===== config.mk =====
export PLATFORM = sky130hd
export DESIGN_NAME = init_sequencer
export DESIGN_NICKNAME = d
export VERILOG_FILES = /design/src/chrontel_pkg.sv /design/src/init_sequencer.sv
export SDC_FILE = /design/constraint.sdc
export NUM_CORES = 1
export LEC_CHECK = 0
export BUFFER_PORTS_ARGS = -buffer_cell sky130_fd_sc_hd__buf_2
export CORE_AREA = 2 2 39 41
export DETAILED_ROUTE_END_ITERATION = 10
export DIE_AREA = 0 0 41 43
export GPL_TIMING_DRIVEN = 1
export HOLD_SLACK_MARGIN = 0.08
export PLACE_DENSITY = 0.73
export SLEW_MARGIN = 20
export SYNTH_ARGS = -nofsm -noshare
export SYNTH_HDL_FRONTEND = slang
export SYNTH_SLANG_ARGS = --single-unit

===== constraint.sdc =====
create_clock -name clk25_2 -period 1.7 [get_ports clk25_2]
set_input_delay 0.255 -clock clk25_2 [delete_from_list [all_inputs] [get_ports clk25_2]]
set_output_delay 0.255 -clock clk25_2 [all_outputs]
set_load 0.03 [all_outputs]

===== src/chrontel_pkg.sv =====
package chrontel_pkg;

    // Write engine states, byte position is kept in byte_sel_t
    typedef enum logic [3:0] {
        bs_idle,
        bs_bus_free,
        bs_start_hold,
        bs_bit_low,
        bs_bit_high,
        bs_ack_sample,
        bs_stop_low,
        bs_stop_setup,
        bs_nack_stop      // Aborted transfer, wait out SCL high then STOP
    } bus_state_t;

    typedef enum logic [1:0] {
        sel_dev_addr,
        sel_reg_addr,
        sel_data
    } byte_sel_t;

    // Interval the bus timer is counting
    typedef enum logic [2:0] {
        ph_start_hold,
        ph_scl_low,
        ph_scl_high,
        ph_stop_setup,
        ph_bus_free
    } timer_phase_t;

    localparam logic [7:0] DEV_ADDR = 8'hEC;  // 7-bit 0x76 with write bit
    localparam int         NUM_REGS = 6;
    localparam int         IDX_W    = 3;
    localparam int         CNT_W    = 6;      // Holds the largest count

    // Entry [1] is the register address, [0] the value, in write order
    localparam logic [1:0][7:0] REG_TABLE [NUM_REGS] = '{
        {8'h49, 8'h00},
        {8'h48, 8'h18},   // Low bits 01 would select the color bar pattern
        {8'h33, 8'hE4},
        {8'h21, 8'h09},
        {8'h1F, 8'h83},
        {8'h1C, 8'h00}
    };

    // Cycle counts at 25.2 MHz, each interval lasts count + 1 cycles
    localparam int DEF_T_LOW      = 37;
    localparam int DEF_T_HI       = 24;
    localparam int DEF_SH         = 16;
    localparam int DEF_SS         = 16;
    localparam int DEF_BUS_FREE   = 35;
    localparam int DEF_SDA_CHANGE = 7;
    localparam int DEF_INPUT_FILT = 1;

endpackage


===== src/init_sequencer.sv =====
module init_sequencer (
    input  logic       clk25_2,
    input  logic       rst_n,
    input  logic       enable,
    input  logic       xfer_done,
    input  logic       xfer_nack,
    output logic       xfer_start,
    output logic [7:0] reg_addr,
    output logic [7:0] reg_data,
    output logic       complete,
    output logic       ack_error
);
    import chrontel_pkg::*;

    typedef enum logic [1:0] {
        seq_idle,
        seq_run,     // Issue the write for the current entry
        seq_wait     // Engine busy with the write
    } seq_state_t;

    seq_state_t       state;
    logic [IDX_W-1:0] idx;
    logic             last_entry;

    assign last_entry = (idx == IDX_W'(NUM_REGS - 1));

    // Chrontel register addresses are sent with bit 7 set
    assign reg_addr = REG_TABLE[idx][1] | 8'h80;
    assign reg_data = REG_TABLE[idx][0];

    always_ff @(posedge clk25_2 or negedge rst_n) begin
        if (!rst_n) begin
            state      <= seq_idle;
            idx        <= '0;
            xfer_start <= 1'b0;
            complete   <= 1'b0;
            ack_error  <= 1'b0;
        end else begin
            xfer_start <= 1'b0;
            case (state)
                seq_idle: begin
                    if (enable) begin
                        complete  <= 1'b0;   // Rerun starts from a clean status
                        ack_error <= 1'b0;
                        idx       <= '0;
                        state     <= seq_run;
                    end
                end

                seq_run: begin
                    xfer_start <= 1'b1;
                    state      <= seq_wait;
                end

                seq_wait: begin
                    if (xfer_done) begin
                        ack_error <= ack_error | xfer_nack;  // Sticky
                        if (last_entry) begin
                            complete <= 1'b1;
                            state    <= seq_idle;
                        end else begin
                            idx   <= idx + 1'b1;
                            state <= seq_run;
                        end
                    end
                end

                default: begin
                    state <= seq_idle;
                end
            endcase
        end
    end

endmodule


==> results.md <==
* CP Class: flop to primary output
* Multi-input gate area at 287.8 µm²
* Top cells by count, synth: 8 x dfrtp_1, 6 x nor2_1, 5 x a21oi_1, 5 x buf_4, 5 x inv_1
* WP data required at 1440 ps
* Nets at 95
* Most area-consuming cells after synthesis: dfrtp_1 37%, buf_4 6.9%, ha_1 6.9%
* Final core occ at 52.80%
* Top FF cell, synth: dfrtp_1
* Largest area contributor in the synthesized netlist: dfrtp_1
* # setup viols final at 0
* Final Instance Area at 730.7 µm²
* Global-route wire length before repair at 1787 µm
* Top cell type's share of synthesized area at 36.70%
* F_max at 595.6 MHz
* Pwr Density at 1774 nW/µm²
* Die width at 41 µm
* Area Overhead vs Synth at 33.95%
* Fin. max-slew vios at 0
* Clock Root Buffer: clkbuf_4
* Placed Instance Area at 641.9 µm²
* Global Route Usage Sum at 15.10%
* H-tree depth at 1
* Clock sink count at 8
* Max-Cap Viols at 0
* Via count at 502
* Core Area at 1384 µm²
* Clock Latency Late Sink at 250 ps
* Static Leakage at 0.3914 nW
* Post-synth EDFFs at 0
* Clk buf depth at 2
* Asr flop ratio synth at 100.0%
* Sequential cell area at 202.7 µm²
* Post-synthesis simple-gate area fraction at 23.85%
* Initial Utilization at 39.42%
* CP startpoint: idx[0]
* Peak supply drop at 0.0005938 V
* Worst path top cell family by delay: flip-flops
* Syn_nets at 70
* Die Span Y at 43 µm
* Crit path DAT at 1420 ps
* DRT iter0 DRCs at 3
* Grt total ovfl at 0
* Row count at 14
* Cells along the critical path: buf_4 -> ha_2 -> mux2_2 -> buf_6
* Netlist Area Pre-Place at 545.5 µm²
* Dpl hpwl at 853.1 µm
* PortBufs at 22
* Status: finished, final reports clean
* Internal power at 653.2 µW
* Final period util at 98.76%
* DRC Markers at 0
* RR Startpoint: idx[1]
* Inserted Clock Buffers at 3
* Final WS setup at 21.14 ps
* Critical path's slowest cell: dfrtp_2
* Clock skew at 1.690 ps
* Main combinational cell family by area after synthesis: simple AND/OR/NAND/NOR gates
* N_diodes at 0
* Yosys cell types at 25
* Startpoint Class: flop
* Total net switching power at 643.3 µW
* DR vias/cell at 4.970
* Flop pwr share at 26.7%
* PnR Total Power at 1.297 mW
* Synth warn at 0
* Largest net degree at the start of global routing at 12
* Sequential-to-total area share from yosys stat at 36.70%
* Antenna Nets Post-Route at 0
* Clk pwr share at 11.2%
* Routability Congestion at 0.7582
* DRT Wirelength at 1181 µm
* First-pass DRT Iterations at 4
* Post-Synth Adder-Cell Area at 6.881%
* Worst min path class: primary input to flop
* Post-synthesis compound-gate area fraction at 15.60%
* Mux contribution to synthesized area at 2.064%
* Net Sw Frac at 49.62%
* Total negative setup slack at 0 ps
* CTS tree: yes
* Syn avg cell area at 8.799 µm²
* WL/cell at 11.69 µm
* Boundary Pins at 24
* Most common cell in the synthesized netlist: dfrtp_1
* Crit path largest cell delay at 430 ps
* Final Critical Period at 1679 ps
* Die Area at 1763 µm²
* Crit. End Element: primary output
* Post-Synth XOR/XNOR Area at 0%
* Initial antenna violation count at 0
* Register bit total from synthesis at 8
* Fin. Hold Viols at 0
* Fillers at 133
* Combinational share of power at 62.1%
* Worst path buffer plus inverter count at 2
* Max FO, Critical Path at 4
* Hold_sp: xfer_nack
* Share of cells above drive strength 1 at 50.59%
* Pre-CTS setup slack at 112.2 ps
* Vias in the first global route at 431
* Reg clk slew, reported paths at 50 ps
* RSZ-0062 raised after global routing: yes
* Syn Inst Count at 62
[what timing repair did]
action | 4_1_cts | 5_1_grt
pin swaps | 0 | 1
endpoints found under the setup margin | 5 | 5
hold buffers | 1 | 0
endpoints found under the hold margin | 8 | 0
resized for setup | 10 | 4
buffers inserted | 1 | 2
[worst paths after layout]
path / to / slack [ps] / cells past startpoint
setup reg to reg: idx[2] / 200 / 6
max in group asynchronous: idx[1] / 1110 / 2
hold / removal: ack_error / 260 / 3
setup / recovery: reg_data[0] / 20 / 4
hold reg to reg: ack_error / 550 / 2
min in group asynchronous: idx[2] / 400 / 2
[sequential cells by signal, indices dropped and copies added (netlist names)]
| signal | count |
|---|---|
| state | 2 |
| idx | 3 |
| xfer_start | 1 |
| complete | 1 |
| ack_error | 1 |
[layout make-up]
type / count / share of cell area (%)
multi-input cells: 41 / 39.38
flip-flops and latches: 8 / 27.74
repair buffers: 28 / 24.49
clock buffers: 3 / 3.082
well taps: 16 / 2.740
inverters: 5 / 2.568
[cell families after synthesis]
| family | after synthesis |
|---|---|
| flops | 8 |
| mux | 1 |
| compound gates | 13 |
| buf+inv | 13 |
| other cells | 1 |
| fa+ha+maj | 3 |
| simple gates | 23 |
[through the flow]
| step | cells | hold WS, ps |
|---|---|---|
| floorplan | 62 | -40.59 |
| global placement | 94 | 103.7 |
| detailed placement | 94 | 109.6 |
| CTS | 99 | 248.0 |
| global route | 101 | 278.4 |
| finish | 101 | 259.3 |
[placed cells by master, fill, tap and decap left out, drive strengths merged, types with 2 or more instances in the layout]
cell,synthesis,layout
a21oi,5,5
or2,2,2
ha,3,3
a31oi,2,2
clkbuf,0,3
nor2b,4,4
dfrtp,8,8
o211ai,2,2
nand3,2,2
buf,8,27
inv,5,5
a21o,2,2
nand2,5,5
nor2,6,6
[power by group through the flow]
| stage | Combinational, mW | Sequential (mW) | Clock (mW) |
|---|---|---|---|
| CTS | 0.772 | 0.342 | 0.154 |
| floorplan | 0.589 | 0.327 | 0 |
| finish | 0.806 | 0.346 | 0.145 |
| global route | 0.887 | 0.357 | 0.165 |
| global placement | 0.692 | 0.346 | 0 |
| detailed placement | 0.703 | 0.349 | 0 |
[routing by layer]
metal,wire length [µm],global-route usage (%)
met1,446,16.56
met2,658,25.31
met3,76,3.141
met4,0,8.000
met5,0,0
[worst register-to-register path, stage by stage, from the launching register on]
cell     delay (ps)
dfrtp_2         410
inv_1            80
ha_2            200
nand2_2         100
nand3_4         110
a211o_1         320
a21o_1          170
(Power assumes the default switching activity.)
