[config.mk]
export PLATFORM = sky130hd
export DESIGN_NAME = i2c_bus_timer
export DESIGN_NICKNAME = d
export VERILOG_FILES = /design/src/chrontel_pkg.sv /design/src/i2c_bus_timer.sv
export SDC_FILE = /design/constraint.sdc
export NUM_CORES = 1
export LEC_CHECK = 0
export BUFFER_PORTS_ARGS = -buffer_cell sky130_fd_sc_hd__buf_4
export CORE_AREA = 2 2 39 41
export DETAILED_ROUTE_END_ITERATION = 10
export DIE_AREA = 0 0 41 43
export GPL_TIMING_DRIVEN = 0
export PLACE_DENSITY = 0.6
export SYNTH_ARGS = -nofsm -noshare
export SYNTH_HDL_FRONTEND = slang
export SYNTH_SLANG_ARGS = --single-unit
[constraint.sdc]
create_clock -name clk25_2 -period 1.3 [get_ports clk25_2]
set_clock_uncertainty 0.15 [all_clocks]
set_input_delay 0.065 -clock clk25_2 [delete_from_list [all_inputs] [get_ports clk25_2]]
set_output_delay 0.065 -clock clk25_2 [all_outputs]
set_load 0.005 [all_outputs]
[src/chrontel_pkg.sv]
package chrontel_pkg;

    // Write engine states, byte position is kept in byte_sel_t
    typedef enum logic [3:0] {
        bs_idle,
        bs_bus_free,
        bs_start_hold,
        bs_bit_low,
        bs_bit_high,
        bs_ack_sample,
        bs_stop_low,
        bs_stop_setup,
        bs_nack_stop      // Aborted transfer, wait out SCL high then STOP
    } bus_state_t;

    typedef enum logic [1:0] {
        sel_dev_addr,
        sel_reg_addr,
        sel_data
    } byte_sel_t;

    // Interval the bus timer is counting
    typedef enum logic [2:0] {
        ph_start_hold,
        ph_scl_low,
        ph_scl_high,
        ph_stop_setup,
        ph_bus_free
    } timer_phase_t;

    localparam logic [7:0] DEV_ADDR = 8'hEC;  // 7-bit 0x76 with write bit
    localparam int         NUM_REGS = 6;
    localparam int         IDX_W    = 3;
    localparam int         CNT_W    = 6;      // Holds the largest count

    // Entry [1] is the register address, [0] the value, in write order
    localparam logic [1:0][7:0] REG_TABLE [NUM_REGS] = '{
        {8'h49, 8'h00},
        {8'h48, 8'h18},   // Low bits 01 would select the color bar pattern
        {8'h33, 8'hE4},
        {8'h21, 8'h09},
        {8'h1F, 8'h83},
        {8'h1C, 8'h00}
    };

    // Cycle counts at 25.2 MHz, each interval lasts count + 1 cycles
    localparam int DEF_T_LOW      = 37;
    localparam int DEF_T_HI       = 24;
    localparam int DEF_SH         = 16;
    localparam int DEF_SS         = 16;
    localparam int DEF_BUS_FREE   = 35;
    localparam int DEF_SDA_CHANGE = 7;
    localparam int DEF_INPUT_FILT = 1;

endpackage

[src/i2c_bus_timer.sv]
module i2c_bus_timer #(
    parameter int T_LOW_COUNT      = chrontel_pkg::DEF_T_LOW,
    parameter int T_HI_COUNT       = chrontel_pkg::DEF_T_HI,
    parameter int SH_COUNT         = chrontel_pkg::DEF_SH,
    parameter int SS_COUNT         = chrontel_pkg::DEF_SS,
    parameter int BUS_FREE_COUNT   = chrontel_pkg::DEF_BUS_FREE,
    parameter int SDA_CHANGE_COUNT = chrontel_pkg::DEF_SDA_CHANGE
) (
    input  logic                       clk25_2,
    input  logic                       rst_n,
    input  chrontel_pkg::timer_phase_t phase,
    input  logic                       timer_run,
    output logic                       phase_done,
    output logic                       sda_change
);
    import chrontel_pkg::*;

    logic [CNT_W-1:0] cnt;
    logic [CNT_W-1:0] limit;

    // Terminal count of the running interval
    always_comb begin
        case (phase)
            ph_start_hold: limit = CNT_W'(SH_COUNT);
            ph_scl_low:    limit = CNT_W'(T_LOW_COUNT);
            ph_scl_high:   limit = CNT_W'(T_HI_COUNT);
            ph_stop_setup: limit = CNT_W'(SS_COUNT);
            default:       limit = CNT_W'(BUS_FREE_COUNT);
        endcase
    end

    always_ff @(posedge clk25_2 or negedge rst_n) begin
        if (!rst_n) begin
            cnt <= '0;
        end else if (!timer_run) begin
            cnt <= '0;            // Held at zero between phases
        end else begin
            cnt <= cnt + 1'b1;
        end
    end

    assign phase_done = (cnt == limit);

    // SDA may only move a fixed hold time after SCL has fallen
    assign sda_change = (phase == ph_scl_low) && (cnt == CNT_W'(SDA_CHANGE_COUNT));

endmodule

==> impl_metrics.toml, run 1 <==
[timing]
setup_slack_ps = -283.1
finalCritPeriodShare_pct = 121.8
worst_slew_pin_slew_ps = 264.6
rsz0062_at_grt = "yes"
finalHoldViolCount = 0
layout_min_cycle_time_ps = 1583
max_slew_margin_pct = 82.33
setup_violations = 3
fmax_ghz = 0.6317
fin_setup_tns_ps = -608.6
maxSlewViolCount = 0

[route]
drc = 0
drtPass1Iterations = 2
drtIter0Drc = 3
viasPerCell = 4.557
final_antenna_net_count = 0
wl_um = 761
num_vias = 319
wl_per_cell_um = 10.87

[synth]
synth_top_area_share_pct = 40.40
synthTopCellsByArea = "dfrtp_1, xnor2_1, and2_1"
ys_types = 20
synth_fp_nets = 43
netlist_instances = 36
yosys_warnings = 0
synthesis.area_um2 = 371.6
avgSynthCellArea_um2 = 10.32
synth_top_area_cell = "dfrtp_1"
yosys_register_bits = 6
ys_seq_area_share_pct = 40.40

[cts]
cts_buffers = 3
cts_tree = "yes"
cts-root-buf = "clkbuf_4"
htreeDepth = 1
path_clk_slew_ps = 50
clk_path_buf_depth = 2
clock_latency_ps = 240
cts.sinks = 6

[final_layout]
nNetsFinal = 63
stdcell_area_um2 = 560.5
layout_commonest_cell = "buf_4"
largest_reg_flops = 6
largest_registers = "cnt x6"
fillers = 145
area_growth_pct = 50.84
antennaDiodeCount = 0
most-common-layout-cells = "buf_4, dfrtp_1, and2_1, xnor2_1, clkbuf_4"
drive_gt1_share_pct = 50.00
largest_register = "cnt"

[critical_path]
cp-end-kind = "primary output"
r2r_start = "cnt[0]"
cp_max_fo = 3
cp_cell_sequence = "nor2b_2 > o21ai_2 > a2111oi_2 > buf_4"
regToRegSetupSlack_ps = -50
required_ps = 1090
rr_endpoint = "cnt[5]"
worstPathArrival_ps = 1370
r2r_cells = 4
path_class = "flop to primary output"
startpoint = "cnt[0]"
crit_end = "phase_done"
cp_slowest_cell = "dfrtp_1"
slowest_delay_ps = 380
start_kind = "flop"

[place]
routabilityCongestion = 0.7084
numPortBuffers = 7
postPlaceCellArea_um2 = 444.2
hpwl_um = 479.7

[grt]
grt_first_pass_wirelength_mm = 1.352
use_met3_pct = 3.141
busiest_layer = "met2"
grt_use_met2_pct = 16.88
antenna_found_initial = 0
grt_usage_pct = 11.54
grt_util_met1_pct = 14.85
overflow = 0
grt_pass1_vias = 347
grt_max_degree = 7

[die]
fp-row-count = 14
die_area_mm2 = 0.001763
initial_core_util_pct = 26.85
die_w_um = 41
coreArea_mm2 = 0.001384
fp.dieH_um = 43
ios = 8

[hold_path]
hp-class = "input port to asynchronous set/reset pin"

[pwr]
p_leak_nw = 0.2468
power.density_mw_per_mm2 = 813.3
max-vdd-ir-drop_uv = 487.0

[job]
cap_violations = 0

[status]
status = "finished, violations left"
violations = "negative setup slack"
cells by family after synthesis:
kind of cell | synth area share (%)
AND/OR/NAND/NOR | 29.29
buffers and inverters | 1.009
adder cells (fa/ha/maj) | 3.366
AO/OA/AOI/OAI | 14.14
XOR/XNOR | 11.79
flip-flops | 40.40
layout make-up:
cell class                 count  area, µm²  area share [%]
sequential                     6      151.4           27.01
clock buffer                   3      22.52           4.018
multi-input combinational     29      245.2           43.75
tap                           16      20.02           3.571
timing repair buffer          15      117.6           20.98
inverter                       1      3.754          0.6696
synthesized netlist by cell type:
cell,count
or3_1,1
nor2b_1,2
ha_1,1
nor4_2,1
nand2_1,2
xor2_1,2
nor3b_1,1
o21ai_0,4
o31a_2,1
or4_1,1
nand3_1,1
and3b_2,1
xnor2_1,3
a21boi_1,1
dfrtp_1,6
nor3_1,1
and2_1,4
nand3_2,1
a2111oi_2,1
inv_1,1
layer usage:
| layer | wire length (µm) | vias up |
|---|---|---|
| met5 | 0 | - |
| met4 | 17 | 0 |
| met3 | 45 | 2 |
| met2 | 347 | 9 |
| met1 | 351 | 143 |
| li1 | - | 165 |
worst max-delay path, delay by kind of cell, from the launching register on:
kind                   cells  cell delay [ps]
DFF                        1              380
buffers and inverters      1              160
and+or+nand+nor            1              170
AOI/OAI and AO/OA          2              420
how the worst min path moves through the flow:
stage | start | end | cells after the start
final | rst_n | cnt[0] | 2
after global placement | rst_n | cnt[4] | 1
after CTS | rst_n | cnt[5] | 2
after global routing | rst_n | cnt[4] | 2
after detailed placement | rst_n | cnt[4] | 1
after floorplan | rst_n | cnt[0] | 0
per-stage QoR:
| step | std cells | hold slack (ps) | util, % | setup WS [ps] | total power [mW] |
|---|---|---|---|---|---|
| after floorplan | 36 | -380.6 | - | 26.21 | 0.2337 |
| after global placement | 59 | -272.2 | 32.10 | -185.5 | 0.2605 |
| after detailed placement | 59 | -272.3 | 32.10 | -194.7 | 0.2605 |
| after CTS | 70 | 11.08 | 40.24 | -302.8 | 0.4591 |
| after global routing | 70 | 20.03 | 40.51 | -417.7 | 0.4860 |
| final | 70 | 13.31 | 40.51 | -283.1 | 0.4559 |
report_power, final:
part	internal [mW]	switching [mW]
clock network	0.104	0.0671
registers	0.195	0.00645
logic	0.0463	0.0364
total	0.346	0.110
timing repair:
item,in CTS,in global routing
setup endpoints to repair,4,5
setup buffers,6,0
hold buffers,2,0
endpoints found under the hold margin,12,0
resized for setup,9,1
pin swaps,3,0
gates cloned,0,0
(Power assumes the default switching activity.)
==> run 2, diff against run 1 <==
--- a/config.mk
+++ b/config.mk
@@ -5,12 +5,13 @@
 export SDC_FILE = /design/constraint.sdc
 export NUM_CORES = 1
 export LEC_CHECK = 0
+export ABC_AREA = 1
 export BUFFER_PORTS_ARGS = -buffer_cell sky130_fd_sc_hd__buf_4
 export CORE_AREA = 2 2 39 41
 export DETAILED_ROUTE_END_ITERATION = 10
 export DIE_AREA = 0 0 41 43
 export GPL_TIMING_DRIVEN = 0
-export PLACE_DENSITY = 0.6
+export PLACE_DENSITY = 0.62
 export SYNTH_ARGS = -nofsm -noshare
 export SYNTH_HDL_FRONTEND = slang
 export SYNTH_SLANG_ARGS = --single-unit
==> run 2 against run 1 <==
The run still ends with negative setup slack left. Critical path type unchanged. Register-to-register slack gained 120 ps. Sequential share of layout area fell by 0.65 points. Critical path depth increased by 2. Non-clock buffer count fell by 1. First-iteration DRC count grew to 3.7 times the previous value. Critical endpoint unchanged. Via count grew 29%. Flip-flop and latch count is the same. Synthesized area is 4.7% higher. Routed wire length up 7.4%. Setup slack improved by 200 ps. Sequential power is essentially flat. Cell count rose by 30%.
==> impl_metrics.toml, run 2 <==
[timing]
timing.hold.ws_ps = 10.05
finalCritPeriodShare_pct = 106.3
setup_violations = 2
layout_min_cycle_time_ps = 1382
rsz0062_at_grt = "yes"
worst_slew_pin_slew_ps = 195.9
fmax_ghz = 0.7236
fin_setup_tns_ps = -155.6
max_slew_margin_pct = 86.93
finalHoldViolCount = 0
maxSlewViolCount = 0
setup_slack_ps = -81.90

[critical_path]
slowest_delay_ps = 400
cp-end-kind = "primary output"
start_kind = "flop"
crit_top_cell = "nand2_1"
rr_endpoint = "cnt[2]"
r2r_cells = 4
cp_slowest_cell = "dfrtp_1"
required_ps = 1090
worstPathArrival_ps = 1170
regToRegSetupSlack_ps = 70
cp_cell_sequence = "inv_2 > nand2_1 > nand2_1 > nand3_1 > nor2_1 > buf_4"
r2r_start = "cnt[1]"
cp_max_fo = 6
path_class = "flop to primary output"

[route]
drc = 0
viasPerCell = 4.527
wl_per_cell_um = 8.978
wl_um = 817
drtPass1Iterations = 4
final_antenna_net_count = 0
drtIter0Drc = 11
num_vias = 412

[final_layout]
layout_commonest_cell = "nand2_1"
drive_gt1_share_pct = 34.67
largest_register = "cnt"
largest_registers = "cnt x6"
area_growth_pct = 47.59
antennaDiodeCount = 0
most-common-layout-cells = "nand2_1, buf_4, inv_1, nor2_1, dfrtp_1"
stdcell_area_um2 = 574.3
largest_reg_flops = 6
nNetsFinal = 84

[cts]
cts_tree = "yes"
htreeDepth = 1
cts-root-buf = "clkbuf_4"
cts.sinks = 6
clock_latency_ps = 240
cts_buffers = 3
clk_path_buf_depth = 2
path_clk_slew_ps = 40

[synth]
yosys_warnings = 0
avgSynthCellArea_um2 = 6.709
synthTopCellsByArea = "dfrtp_1, nand2_1, inv_1"
synth_adder_area_share_pct = 3.215
synth_common_cells = "nand2_1, inv_1, nor2_1, dfrtp_1, nand3_1"
ys_seq_area_share_pct = 38.59
synth_compound_area_share_pct = 7.717
synth_fp_nets = 65
synthesis.area_um2 = 389.1
yosys.area_share.simple_pct = 42.77
ys_types = 13
async_flop_share_pct = 100.0
synth_top_area_cell = "dfrtp_1"
yosys_register_bits = 6
netlist_instances = 58
synthMuxAreaShare_pct = 0
synth-edff-count = 0
synth_most_common_cell = "nand2_1"
synth_top_area_share_pct = 38.59
synth_ff_type = "dfrtp_1"
synth_top_family_by_area = "simple AND/OR/NAND/NOR gates"
synth-xor-area-share_pct = 0

[place]
hpwl_um = 602.8
routabilityCongestion = 0.6725
numPortBuffers = 7
dp_slack_ps = 48.69
postPlaceCellArea_um2 = 461.7

[grt]
antenna_found_initial = 0
grt_usage_pct = 11.85
grt_first_pass_wirelength_mm = 1.345
overflow = 0
grt_pass1_vias = 353
grt_max_degree = 8

[pwr]
max-vdd-ir-drop_uv = 618.3
finalPower_mw = 0.4582
p_leak_nw = 0.2960
power.density_mw_per_mm2 = 797.9

[die]
initial_core_util_pct = 28.12
die_area_mm2 = 0.001763
die_w_um = 41
fp-row-count = 14
fp.dieH_um = 43
ios = 8
coreArea_mm2 = 0.001384

[status]
violations = "negative setup slack"
status = "finished, violations left"

[job]
cap_violations = 0

[hold_path]
hp-class = "input port to asynchronous set/reset pin"
run 2: cell types whose count changed in the layout (fill, tap and decap cells not counted), sizes merged, moves of 2 or more:
cell,before,now
inv,1,8
xnor2,3,0
a21oi,0,3
xor2,2,0
nand3b,0,2
nor2b,2,0
nor2,0,9
nand2,2,17
nand3,2,6
and2,4,0
run 2: area by class of cell:
cell class                 count  area [µm²]
fill                         152       809.5
multi-input combinational     44       240.2
sequential                     6       151.4
timing repair buffer          14       110.1
inverter                       8       30.03
clock buffer                   3       22.52
tap                           16       20.02
run 2: routing by layer:
layer | up-vias | part of all wire [%] | wire (µm) | GRT usage [%]
li1 | 221 | - | - | -
met3 | 4 | 1.7 | 14 | 3.141
met1 | 182 | 44 | 360 | 13.25
met4 | 0 | 3.3 | 27 | 12.00
met2 | 5 | 51 | 415 | 16.56
met5 | - | 0 | 0 | 0
run 2: worst max-delay path by stage:
stage | startpoint | to | slack (ps) | cells after the start
after floorplan | cnt[0] | cnt[4] | 170 | 5
after global placement | cnt[0] | sda_change | 70 | 4
after detailed placement | cnt[0] | cnt[4] | 50 | 5
after CTS | cnt[0] | sda_change | -130 | 4
after global routing | cnt[1] | sda_change | -160 | 4
final | cnt[3] | phase_done | -80 | 6
run 2: cell families after synthesis:
group | after synthesis
AO/OA/AOI/OAI | 6
adder cells (fa/ha/maj) | 1
buffers and inverters | 8
flip-flops | 6
AND/OR/NAND/NOR | 37
run 2: power breakdown:
part	switching [mW]	internal [mW]
Clock	0.0648	0.104
Sequential	0.00869	0.195
Combinational	0.0414	0.0438
run 2: stage by stage:
stage               util [%]  cells
floorplan                  -     58
global placement       33.36     81
detailed placement     33.36     81
CTS                    38.88     90
global route           41.50     91
finish                 41.50     91
run 2: what timing repair did:
action,CTS,global route
endpoints found under the hold margin,12,0
gates cloned,0,0
hold buffers,2,0
setup buffers,4,2
pin swaps,4,2
resized for setup,3,8
setup endpoints to repair,2,4
run 2: critical path: cells and delay by family, from the launching register on:
kind | cells | cell delay, ps
buf+inv | 2 | 240
simple gates | 4 | 290
flops | 1 | 400
