<file path="src/chrontel_pkg.sv">
package chrontel_pkg;

    // Write engine states, byte position is kept in byte_sel_t
    typedef enum logic [3:0] {
        bs_idle,
        bs_bus_free,
        bs_start_hold,
        bs_bit_low,
        bs_bit_high,
        bs_ack_sample,
        bs_stop_low,
        bs_stop_setup,
        bs_nack_stop      // Aborted transfer, wait out SCL high then STOP
    } bus_state_t;

    typedef enum logic [1:0] {
        sel_dev_addr,
        sel_reg_addr,
        sel_data
    } byte_sel_t;

    // Interval the bus timer is counting
    typedef enum logic [2:0] {
        ph_start_hold,
        ph_scl_low,
        ph_scl_high,
        ph_stop_setup,
        ph_bus_free
    } timer_phase_t;

    localparam logic [7:0] DEV_ADDR = 8'hEC;  // 7-bit 0x76 with write bit
    localparam int         NUM_REGS = 6;
    localparam int         IDX_W    = 3;
    localparam int         CNT_W    = 6;      // Holds the largest count

    // Entry [1] is the register address, [0] the value, in write order
    localparam logic [1:0][7:0] REG_TABLE [NUM_REGS] = '{
        {8'h49, 8'h00},
        {8'h48, 8'h18},   // Low bits 01 would select the color bar pattern
        {8'h33, 8'hE4},
        {8'h21, 8'h09},
        {8'h1F, 8'h83},
        {8'h1C, 8'h00}
    };

    // Cycle counts at 25.2 MHz, each interval lasts count + 1 cycles
    localparam int DEF_T_LOW      = 37;
    localparam int DEF_T_HI       = 24;
    localparam int DEF_SH         = 16;
    localparam int DEF_SS         = 16;
    localparam int DEF_BUS_FREE   = 35;
    localparam int DEF_SDA_CHANGE = 7;
    localparam int DEF_INPUT_FILT = 1;

endpackage

</file>
<file path="src/i2c_write_engine.sv">
module i2c_write_engine (
    input  logic                       clk25_2,
    input  logic                       rst_n,
    input  logic                       xfer_start,
    input  logic [7:0]                 reg_addr,
    input  logic [7:0]                 reg_data,
    input  logic                       phase_done,
    input  logic                       sda_change,
    input  logic                       sda_filt,
    output chrontel_pkg::timer_phase_t phase,
    output logic                       timer_run,
    output logic                       scl_drive_low,
    output logic                       sda_drive_low,
    output logic                       xfer_done,
    output logic                       xfer_nack
);
    import chrontel_pkg::*;

    bus_state_t state;
    byte_sel_t  byte_sel;
    logic [3:0] bit_cnt;
    logic [7:0] shreg;
    logic [7:0] addr_q;
    logic [7:0] data_q;
    logic       closing;     // STOP sent, next gap ends the transfer
    logic       nack_q;
    logic       ack_bit;
    logic       after_ack;

    assign ack_bit   = (bit_cnt == 4'd8);  // Ninth clock of a byte
    assign after_ack = (bit_cnt == 4'd0);  // Only true in bit_high right after an ACK

    always_comb begin
        case (state)
            bs_start_hold:                           phase = ph_start_hold;
            bs_bit_low, bs_stop_low:                 phase = ph_scl_low;
            bs_bit_high, bs_ack_sample, bs_nack_stop: phase = ph_scl_high;
            bs_stop_setup:                           phase = ph_stop_setup;
            default:                                 phase = ph_bus_free;
        endcase
    end

    // Dropping run in the last cycle of a phase restarts the count at zero
    assign timer_run = (state != bs_idle) && !phase_done;

    always_ff @(posedge clk25_2 or negedge rst_n) begin
        if (!rst_n) begin
            state         <= bs_idle;
            byte_sel      <= sel_dev_addr;
            bit_cnt       <= '0;
            closing       <= 1'b0;
            nack_q        <= 1'b0;
            scl_drive_low <= 1'b0;
            sda_drive_low <= 1'b0;
            xfer_done     <= 1'b0;
            xfer_nack     <= 1'b0;
        end else begin
            xfer_done <= 1'b0;
            xfer_nack <= 1'b0;
            case (state)
                bs_idle: begin
                    if (xfer_start) begin
                        closing <= 1'b0;
                        nack_q  <= 1'b0;
                        state   <= bs_bus_free;
                    end
                end

                bs_bus_free: begin
                    if (phase_done) begin
                        if (closing) begin
                            xfer_done <= 1'b1;
                            xfer_nack <= nack_q;
                            state     <= bs_idle;
                        end else begin
                            sda_drive_low <= 1'b1;   // START, SCL still high
                            byte_sel      <= sel_dev_addr;
                            bit_cnt       <= '0;
                            state         <= bs_start_hold;
                        end
                    end
                end

                bs_start_hold: begin
                    if (phase_done) begin
                        scl_drive_low <= 1'b1;
                        state         <= bs_bit_low;
                    end
                end

                bs_bit_low: begin
                    if (sda_change) begin
                        // Release SDA on the ACK clock so the slave can answer
                        sda_drive_low <= ack_bit ? 1'b0 : !shreg[7];
                    end
                    if (phase_done) begin
                        scl_drive_low <= 1'b0;
                        if (ack_bit) begin
                            bit_cnt <= '0;
                            state   <= bs_ack_sample;
                        end else begin
                            bit_cnt <= bit_cnt + 1'b1;
                            state   <= bs_bit_high;
                        end
                    end
                end

                bs_bit_high: begin
                    if (phase_done) begin
                        scl_drive_low <= 1'b1;
                        if (after_ack && byte_sel == sel_data) begin
                            state <= bs_stop_low;
                        end else begin
                            if (after_ack) begin
                                byte_sel <= (byte_sel == sel_dev_addr) ? sel_reg_addr
                                                                        : sel_data;
                            end
                            state <= bs_bit_low;
                        end
                    end
                end

                bs_ack_sample: begin
                    if (sda_filt) begin                 // NACK
                        nack_q <= 1'b1;
                        state  <= bs_nack_stop;
                    end else begin
                        state <= bs_bit_high;
                    end
                end

                bs_nack_stop: begin
                    if (phase_done) begin
                        scl_drive_low <= 1'b1;
                        state         <= bs_stop_low;
                    end
                end

                bs_stop_low: begin
                    if (sda_change) begin
                        sda_drive_low <= 1'b1;
                    end
                    if (phase_done) begin
                        scl_drive_low <= 1'b0;
                        state         <= bs_stop_setup;
                    end
                end

                bs_stop_setup: begin
                    if (phase_done) begin
                        sda_drive_low <= 1'b0;   // STOP, SDA rises with SCL high
                        closing       <= 1'b1;
                        state         <= bs_bus_free;
                    end
                end

                default: begin
                    state <= bs_idle;
                end
            endcase
        end
    end

    // Byte datapath
    always_ff @(posedge clk25_2) begin
        if (state == bs_idle && xfer_start) begin
            addr_q <= reg_addr;
            data_q <= reg_data;
        end
        if (state == bs_bus_free && phase_done && !closing) begin
            shreg <= DEV_ADDR;
        end else if (state == bs_bit_low && sda_change && !ack_bit) begin
            shreg <= {shreg[6:0], 1'b0};           // MSB first
        end else if (state == bs_bit_high && phase_done && after_ack) begin
            shreg <= (byte_sel == sel_dev_addr) ? addr_q : data_q;
        end
    end

endmodule

</file>
<file path="config.mk">
export PLATFORM = sky130hd
export DESIGN_NAME = i2c_write_engine
export DESIGN_NICKNAME = d
export VERILOG_FILES = /design/src/chrontel_pkg.sv /design/src/i2c_write_engine.sv
export SDC_FILE = /design/constraint.sdc
export NUM_CORES = 1
export LEC_CHECK = 0
export ABC_AREA = 1
export CORE_UTILIZATION = 45
export CTS_BUF_LIST = sky130_fd_sc_hd__clkbuf_4 sky130_fd_sc_hd__clkbuf_8
export DETAILED_ROUTE_END_ITERATION = 12
export DONT_BUFFER_PORTS = 1
export GPL_ROUTABILITY_DRIVEN = 0
export PLACE_DENSITY = 0.65
export SYNTH_ARGS = -nofsm -noshare
export SYNTH_HDL_FRONTEND = slang
export SYNTH_SLANG_ARGS = --single-unit
</file>
<file path="constraint.sdc">
create_clock -name clk25_2 -period 2.15 [get_ports clk25_2]
set_input_delay 0.215 -clock clk25_2 [delete_from_list [all_inputs] [get_ports clk25_2]]
set_output_delay 0.215 -clock clk25_2 [all_outputs]
set_load 0.02 [all_outputs]
</file>
==> summary.md, run 1 <==
| Metric | Value |
|---|---|
| Mean routed wirelength per cell | 12.75 um |
| Status | finished, final reports clean |
| Startpoint class of the critical path | register |
| Setup repair bufs after CTS | 0 |
| Num CTS Buffers | 5 |
| Worst hold start | phase_done |
| Initial drt markers | 90 |
| # H-tree levels | 2 |
| Initial Utilization | 0.4664 |
| Clock Tree Root | clkbuf_8 |
| Ys Warns | 0 |
| Fin crit share | 0.8949 |
| Final Slew Violations | 0 |
| Remaining global-route overflow | 0 |
| Die X | 69.18 um |
| Max Cap Viol | 0 |
| Worst-case reg-to-reg path depth | 6 |
| Slew Limit Headroom | 0.5023 |
| Setup-failing EPs final | 0 |
| Final net count | 299 |
| Reg2Reg Setup Slack | 490 ps |
| # DRC | 0 |
| Ys flop type | edfxtp_1 |
| Post-Syn Area | 2031 um2 |
| Worst-Skew Late Latency | 290 ps |
| Core region area | 4354 um2 |
| Synth Net Count | 275 |
| Ys async rst share | 0.4000 |
| Vias in the first global route | 1470 |
| End of the worst hold path | state[3] |
| Final ANT Viol Nets | 0 |
| DPL Wire Length | about 3 mm |
| Detailed Routing Iterations Pass 1 | 4 |
| Layout Cells excl Fill | 328 |
| Clk slew on worst S/H paths | approximately 80 ps |
| Post-synthesis register bit count | 40 |
| Boundary Pins | 30 |
| Worst-path fanout max | 11 |
| Cell taking the most area after synthesis | edfxtp_1 |
| Comb pwr share | 0.407 |
| Peak supply drop | 0.6103 mV |
| Antenna violations before repair | 0 |
| Critical R2R Launch | state[3] |
| Largest net degree at the start of global routing | 19 |
| Syn Inst Count | between 200 and 300 |
| Wire length of the first global-routing pass | 6.768 mm |
| Critical setup path kind | reg2out |
| Most common cell in the synthesized netlist | nand2_1 |
| Synth top cells by count | nand2_1 (96), inv_1 (23), nor2_1 (19) |
| Vias | 1649 |
| Synth cell types | 26 |
| Vias per Instance | 5.027 |
| Worst-Margin Slew | 744.1 ps |
| Seq pwr share | 0.391 |
| RSZ-0062 raised after global routing | no |
| HP Class | in2reg |
| Gr usage total | 0.1795 |
| Register area share after synthesis | 0.5126 |
| CTS Sinks | 40 |
| Max clock buf depth | 2 |
| Top cell type's share of synthesized area | 0.2366 |
| Final hold violation count | 0 |
| Critical Path RT | 1930 ps |
| Worst setup EP type | primary output |
| Synth top area cells | edfxtp_1 (24%), dfrtp_1 (20%), nand2_1 (18%) |
| Cells after DPL | 303 |
| Die area | 4785 um2 |
| Layout Skew | 4.519 ps |
| Share of cells above drive strength 1 | 0.1123 |
| Sw Ratio | 0.4167 |
| Final min period | approximately 1900 ps |
| Row count | 24 |
| Cells on Worst Hold Path | 1 |
| Syn_area_per_cell | 8.090 um2 |
| ANT cells | 0 |
| WL final | 4.183 mm |
| Internal power | 0.001790 W |
| Total negative slack | 0 ps |
| Fmax | a little over 500 MHz |
| Port Buf Inserts | 0 |
| Switch Pwr | 0.001279 W |
| Area grow syn2layout | 17.68% |
| Lkg Pwr | roughly 1.1 nW |
| TritonCTS clock tree | built |
| Post-synth EDFFs | 16 |
| Clock network power share | 0.202 |
| Die Height | 69.18 um |
| PwrDens | 1284 nW/um2 |
| Critical R2R Capture | bit_cnt[2] |
| CP arrival | ~1700 ps |
-- state kept, by name (all words and copies together), names as in the netlist, 2 cells and up --
signal and cells:
byte_sel 2, shreg 8, bit_cnt 4, data_q 8, addr_q 8, state 4
-- how the worst max path moves through the flow --
| stage | start | endpoint | cells past startpoint |
|---|---|---|---|
| after floorplan | state[3] | addr_q[0] | 3 |
| after global placement | state[1] | phase[2] | 5 |
| after detailed placement | state[1] | phase[2] | 5 |
| after CTS | state[1] | phase[2] | 5 |
| after global routing | state[3] | phase[2] | 5 |
| final | state[3] | phase[2] | 5 |
-- worst max-delay path, stage by stage, from the launching register on --
cell	delay [ps]
dfrtp_1	470
nor2_2	420
nand2_1	160
nand2_1	150
nor3b_1	60
buf_4	160
-- cell usage in the layout (no fill, tap or decap), types with 4 or more instances in the layout --
cell,synthesis,final
dlygate4sd3_1,0,17
nor2_2,4,4
nand2_2,4,4
nand4_1,9,9
nand2_1,96,96
o21ai_0,8,7
nand3_1,18,18
dfxtp_1,8,8
a21oi_1,6,6
nor2_1,19,19
clkbuf_8,0,5
nor2_4,6,6
dfrtp_1,16,16
edfxtp_1,16,16
inv_1,23,23
-- cell type report --
| type | instances | area, um2 |
|---|---|---|
| fill | 398 | 1964 |
| tap | 52 | 65.06 |
| timing repair buffer | 19 | 185.2 |
| clock inverter | 3 | 47.55 |
| clock buffer | 5 | 68.82 |
| inverter | 25 | 95.09 |
| sequential | 40 | 1041 |
| multi-input combinational | 184 | 887.1 |
-- cell families (layout without fill, tap and decap cells) --
kind of cell,count (synthesis),count (layout),share of synthesized area
flops,40,40,0.5126
buf+inv,27,52,0.05483
compound gates,16,16,0.03943
fa+ha+maj,2,2,0.01232
simple gates,165,165,0.3765
xor+xnor,1,1,0.004314
-- metrics by stage --
stage	instance area, um2	total power [W]	utilization	hold WS [ps]	setup slack, ps
CTS	2226	0.003059	0.5112	5.899	90.46
global route	2390	0.003316	0.5489	51.35	78.34
floorplan	2036	0.002155	-	-80.59	375.2
finish	2390	0.003068	0.5489	32.48	225.9
detailed placement	2100	0.002427	0.4822	-80.17	421.8
global placement	2100	0.002408	0.4822	-80.28	463.5
-- routing by layer --
layer | global-route usage | vias to the layer above | wire length, um
li1 | - | 857 | -
met1 | 0.2576 | 748 | 2037
met2 | 0.2578 | 39 | 1896
met3 | 0.04651 | 5 | 201
met4 | 0.07256 | 0 | 47
met5 | 0 | - | 0
-- power groups by stage --
stage	Combinational (W)	Clock [W]	Sequential [W]
floorplan	0.000969	0	0.00119
global placement	0.00120	0	0.00121
detailed placement	0.00121	0	0.00122
CTS	0.00122	0.000635	0.00120
global route	0.00143	0.000659	0.00122
finish	0.00125	0.000619	0.00120
-- timing repair --
action,CTS,global route
resized for setup,0,2
hold buffers,1,16
endpoints found under the setup margin,0,1
endpoints found under the hold margin,16,16
(Power assumes the default switching activity.)
==> inputs of run 2 (changes only) <==
Settings changed: ABC_AREA 1 to not set.
==> run 2 against run 1 <==
- register-to-register slack lost 200 ps
- design area down 0.63%
- highest routed layer unchanged
- global-route usage hardly changed
- count of clock-buffer cells in the layout stayed put
- die area shrank 0.23%
- sequential share of layout area grew 0.28 points
- combinational power grew 7%
- hold slack gained 57 ps
- clock skew increased by 1.8 ps
- synthesized cell count decreased by 25%
- wire length decreased by 0.93%
- power is 5.4% higher
==> summary.md, run 2 <==
| Metric | Value |
|---|---|
| Status | finished, final reports clean |
| Area grow syn2layout | 17.23% |
| Ys flop type | edfxtp_1 |
| Boundary Pins | 30 |
| Final net count | about 230 |
| Critical Path RT | 2300 ps |
| Post-synth EDFFs | 16 |
| Core region area | 4354 um2 |
| Worst-case reg-to-reg path depth | 7 |
| Ys async rst share | 0.4000 |
| Wire length of the first global-routing pass | 6.727 mm |
| Worst-path fanout max | 11 |
| DPL Wire Length | 2.826 mm |
| Post-Syn Area | 2026 um2 |
| Cell Chain, Critical Path | inv_1 -> ha_1 -> nor3b_1 -> nand4_2 -> buf_4 -> mux2i_1 -> o211ai_1 |
| ANT cells | 0 |
| Ys Warns | 0 |
| Largest net degree at the start of global routing | 19 |
| Antenna violations before repair | 0 |
| Worst-Skew Late Latency | between 200 and 300 ps |
| Critical R2R Capture | shreg[3] |
| Final Power | 0.003233 W |
| WL final | roughly 4.1 mm |
| Worst hold start | sda_filt |
| Remaining global-route overflow | 0 |
| Critical setup path kind | reg2reg |
| Post-Synth XOR/XNOR Area | 0.008647 |
| Synth cell types | 52 |
| Lkg Pwr | 0.9635 nW |
| Syn_area_per_cell | roughly 11 um2 |
| Worst setup EP type | register |
| Max Cap Viol | 0 |
| Cell taking the most area after synthesis | edfxtp_1 |
| Max clock buf depth | 2 |
| HP Class | in2reg |
| Critical R2R Launch | bit_cnt[0] |
| End of the worst hold path | nack_q |
| Synth Area in Simple Gates | 0.1927 |
| Setup-failing EPs final | 0 |
| Synth Net Count | 212 |
| Syn Inst Count | approximately 190 |
| Share of cells above drive strength 1 | 0.1611 |
| Mux share of post-synthesis cell area | 0.09450 |
| Vias in the first global route | 1460 |
| Fin Hold WS | 89.86 ps |
| Final-layout fill cell count | 395 |
| Synth top area cells | edfxtp_1 (24%), dfrtp_1 (20%), dfxtp_1 (7.9%) |
| Vias per Instance | 5.741 |
| Adder-Cell Fraction of Synth Area | 0.01729 |
| # DRC | 0 |
| TritonCTS clock tree | built |
| RSZ-0062 raised after global routing | no |
| Setup repair bufs after CTS | 0 |
| Row count | 24 |
| PwrDens | 1362 nW/um2 |
| Total negative slack | 0 ps |
| Initial drt markers | roughly 110 |
| Largest family of logic cells by synthesized area | simple AND/OR/NAND/NOR gates |
| Most frequent cells in the layout | nand2_1 (17), dlygate4sd3_1 (17), edfxtp_1 (16), dfrtp_1 (16), nor2_1 (13) |
| Max incr delay on CP | around 430 ps |
| Gr usage total | 0.1798 |
| Mean routed wirelength per cell | roughly 16 um |
| Detailed Routing Iterations Pass 1 | 4 |
| CP arrival | 2020 ps |
| Registers with the most flip-flops | addr_q (8), data_q (8), shreg (8) |
| Most common cell in the synthesized netlist | nand2_1 |
| Vias | 1510 |
| Final Slew Violations | 0 |
| Port Buf Inserts | 0 |
| Worst-Margin Slew | approximately 760 ps |
| Startpoint class of the critical path | register |
| Fmax | 536.4 MHz |
| Cts repair resizes | 0 |
| Layout Skew | 6.368 ps |
| CP max-delay cell | dfrtp_1 |
| CTS Sinks | 40 |
| Slew Limit Headroom | 0.4915 |
| Fin crit share | 0.8671 |
| Post-synthesis compound-gate area fraction | 0.1235 |
| Die Height | 69.10 um |
| Num CTS Buffers | 5 |
| # H-tree levels | 2 |
| Clock Tree Root | clkbuf_8 |
| Initial Utilization | 0.4652 |
| Cells on Worst Hold Path | 2 |
| Clk slew on worst S/H paths | 80 ps |
| Reg2Reg Setup Slack | 290 ps |
| Post-synthesis register bit count | 40 |
| Synth top cells by count | nand2_1 (17), dfrtp_1 (16), edfxtp_1 (16) |
| Die X | 69.10 um |
| Peak supply drop | 0.5803 mV |
| Final hold violation count | 0 |
| Top cell type's share of synthesized area | 0.2372 |
| Register area share after synthesis | 0.5139 |
| Final ANT Viol Nets | 0 |
| Die area | 4774 um2 |
| Final min period | 1864 ps |
## run 2: layout make-up
class                           count  area, um2  share of cell area
Inverter                            8      30.03             0.01264
Sequential cell                    40       1041              0.4384
Tap cell                           52      65.06             0.02740
Clock buffer                        5      68.82             0.02898
Multi-Input combinational cell    129      884.6              0.3725
Clock inverter                      3      47.55             0.02002
Timing Repair Buffer               26      237.7              0.1001
## run 2: worst max-delay path by stage
stage	startpoint	endpoint	slack (ps)	depth (start not counted)
2_1_floorplan	state[3]	addr_q[0]	400	4
3_5_place_dp	bit_cnt[0]	shreg[3]	320	7
3_3_place_gp	state[1]	sda_drive_low	400	5
6_report	bit_cnt[0]	shreg[3]	290	7
4_1_cts	bit_cnt[0]	shreg[3]	290	7
5_1_grt	bit_cnt[0]	shreg[3]	120	7
## run 2: metrics by stage
step                      utilization  cell area [um2]  instances  setup slack, ps
after floorplan                     -             2026        188            403.3
after CTS                      0.5086             2215        247            289.7
final                          0.5454             2375        263            285.7
after global routing           0.5454             2375        263            122.8
after global placement         0.4796             2088        238            401.6
after detailed placement       0.4796             2088        238            324.0
## run 2: critical path: cells and delay by family, from the launching register on
family / cells / cell delay, ps
compound gates: 1 / 110
fa+ha+maj: 1 / 170
buf+inv: 2 / 290
flops: 1 / 430
mux: 1 / 180
simple gates: 2 / 540
## run 2: logic make-up after synthesis
kind of cell / Yosys count
XOR/XNOR: 2
multiplexers: 18
buffers and inverters: 19
adder cells (fa/ha/maj): 3
AND/OR/NAND/NOR: 69
AO/OA/AOI/OAI: 37
flip-flops: 40
## run 2: power breakdown
part / leakage [nW] / total, W / internal [W] / switching (W)
clock: 0.0583 / 0.000619 / 0.000349 / 0.000270
sequential: 0.418 / 0.00127 / 0.00104 / 0.000235
combinational: 0.487 / 0.00134 / 0.000587 / 0.000756
## run 2: per-layer routing
metal,share of wire,wire length (um),GRT usage
met1,0.44,1836,0.2144
met2,0.51,2112,0.3053
met3,0.035,145,0.04825
met4,0.012,50,0.07483
met5,0,0,0
## run 2: what timing repair did
item	4_1_cts	5_1_grt
hold buffers	1	16
setup endpoints to repair	0	0
hold endpoints to repair	16	16
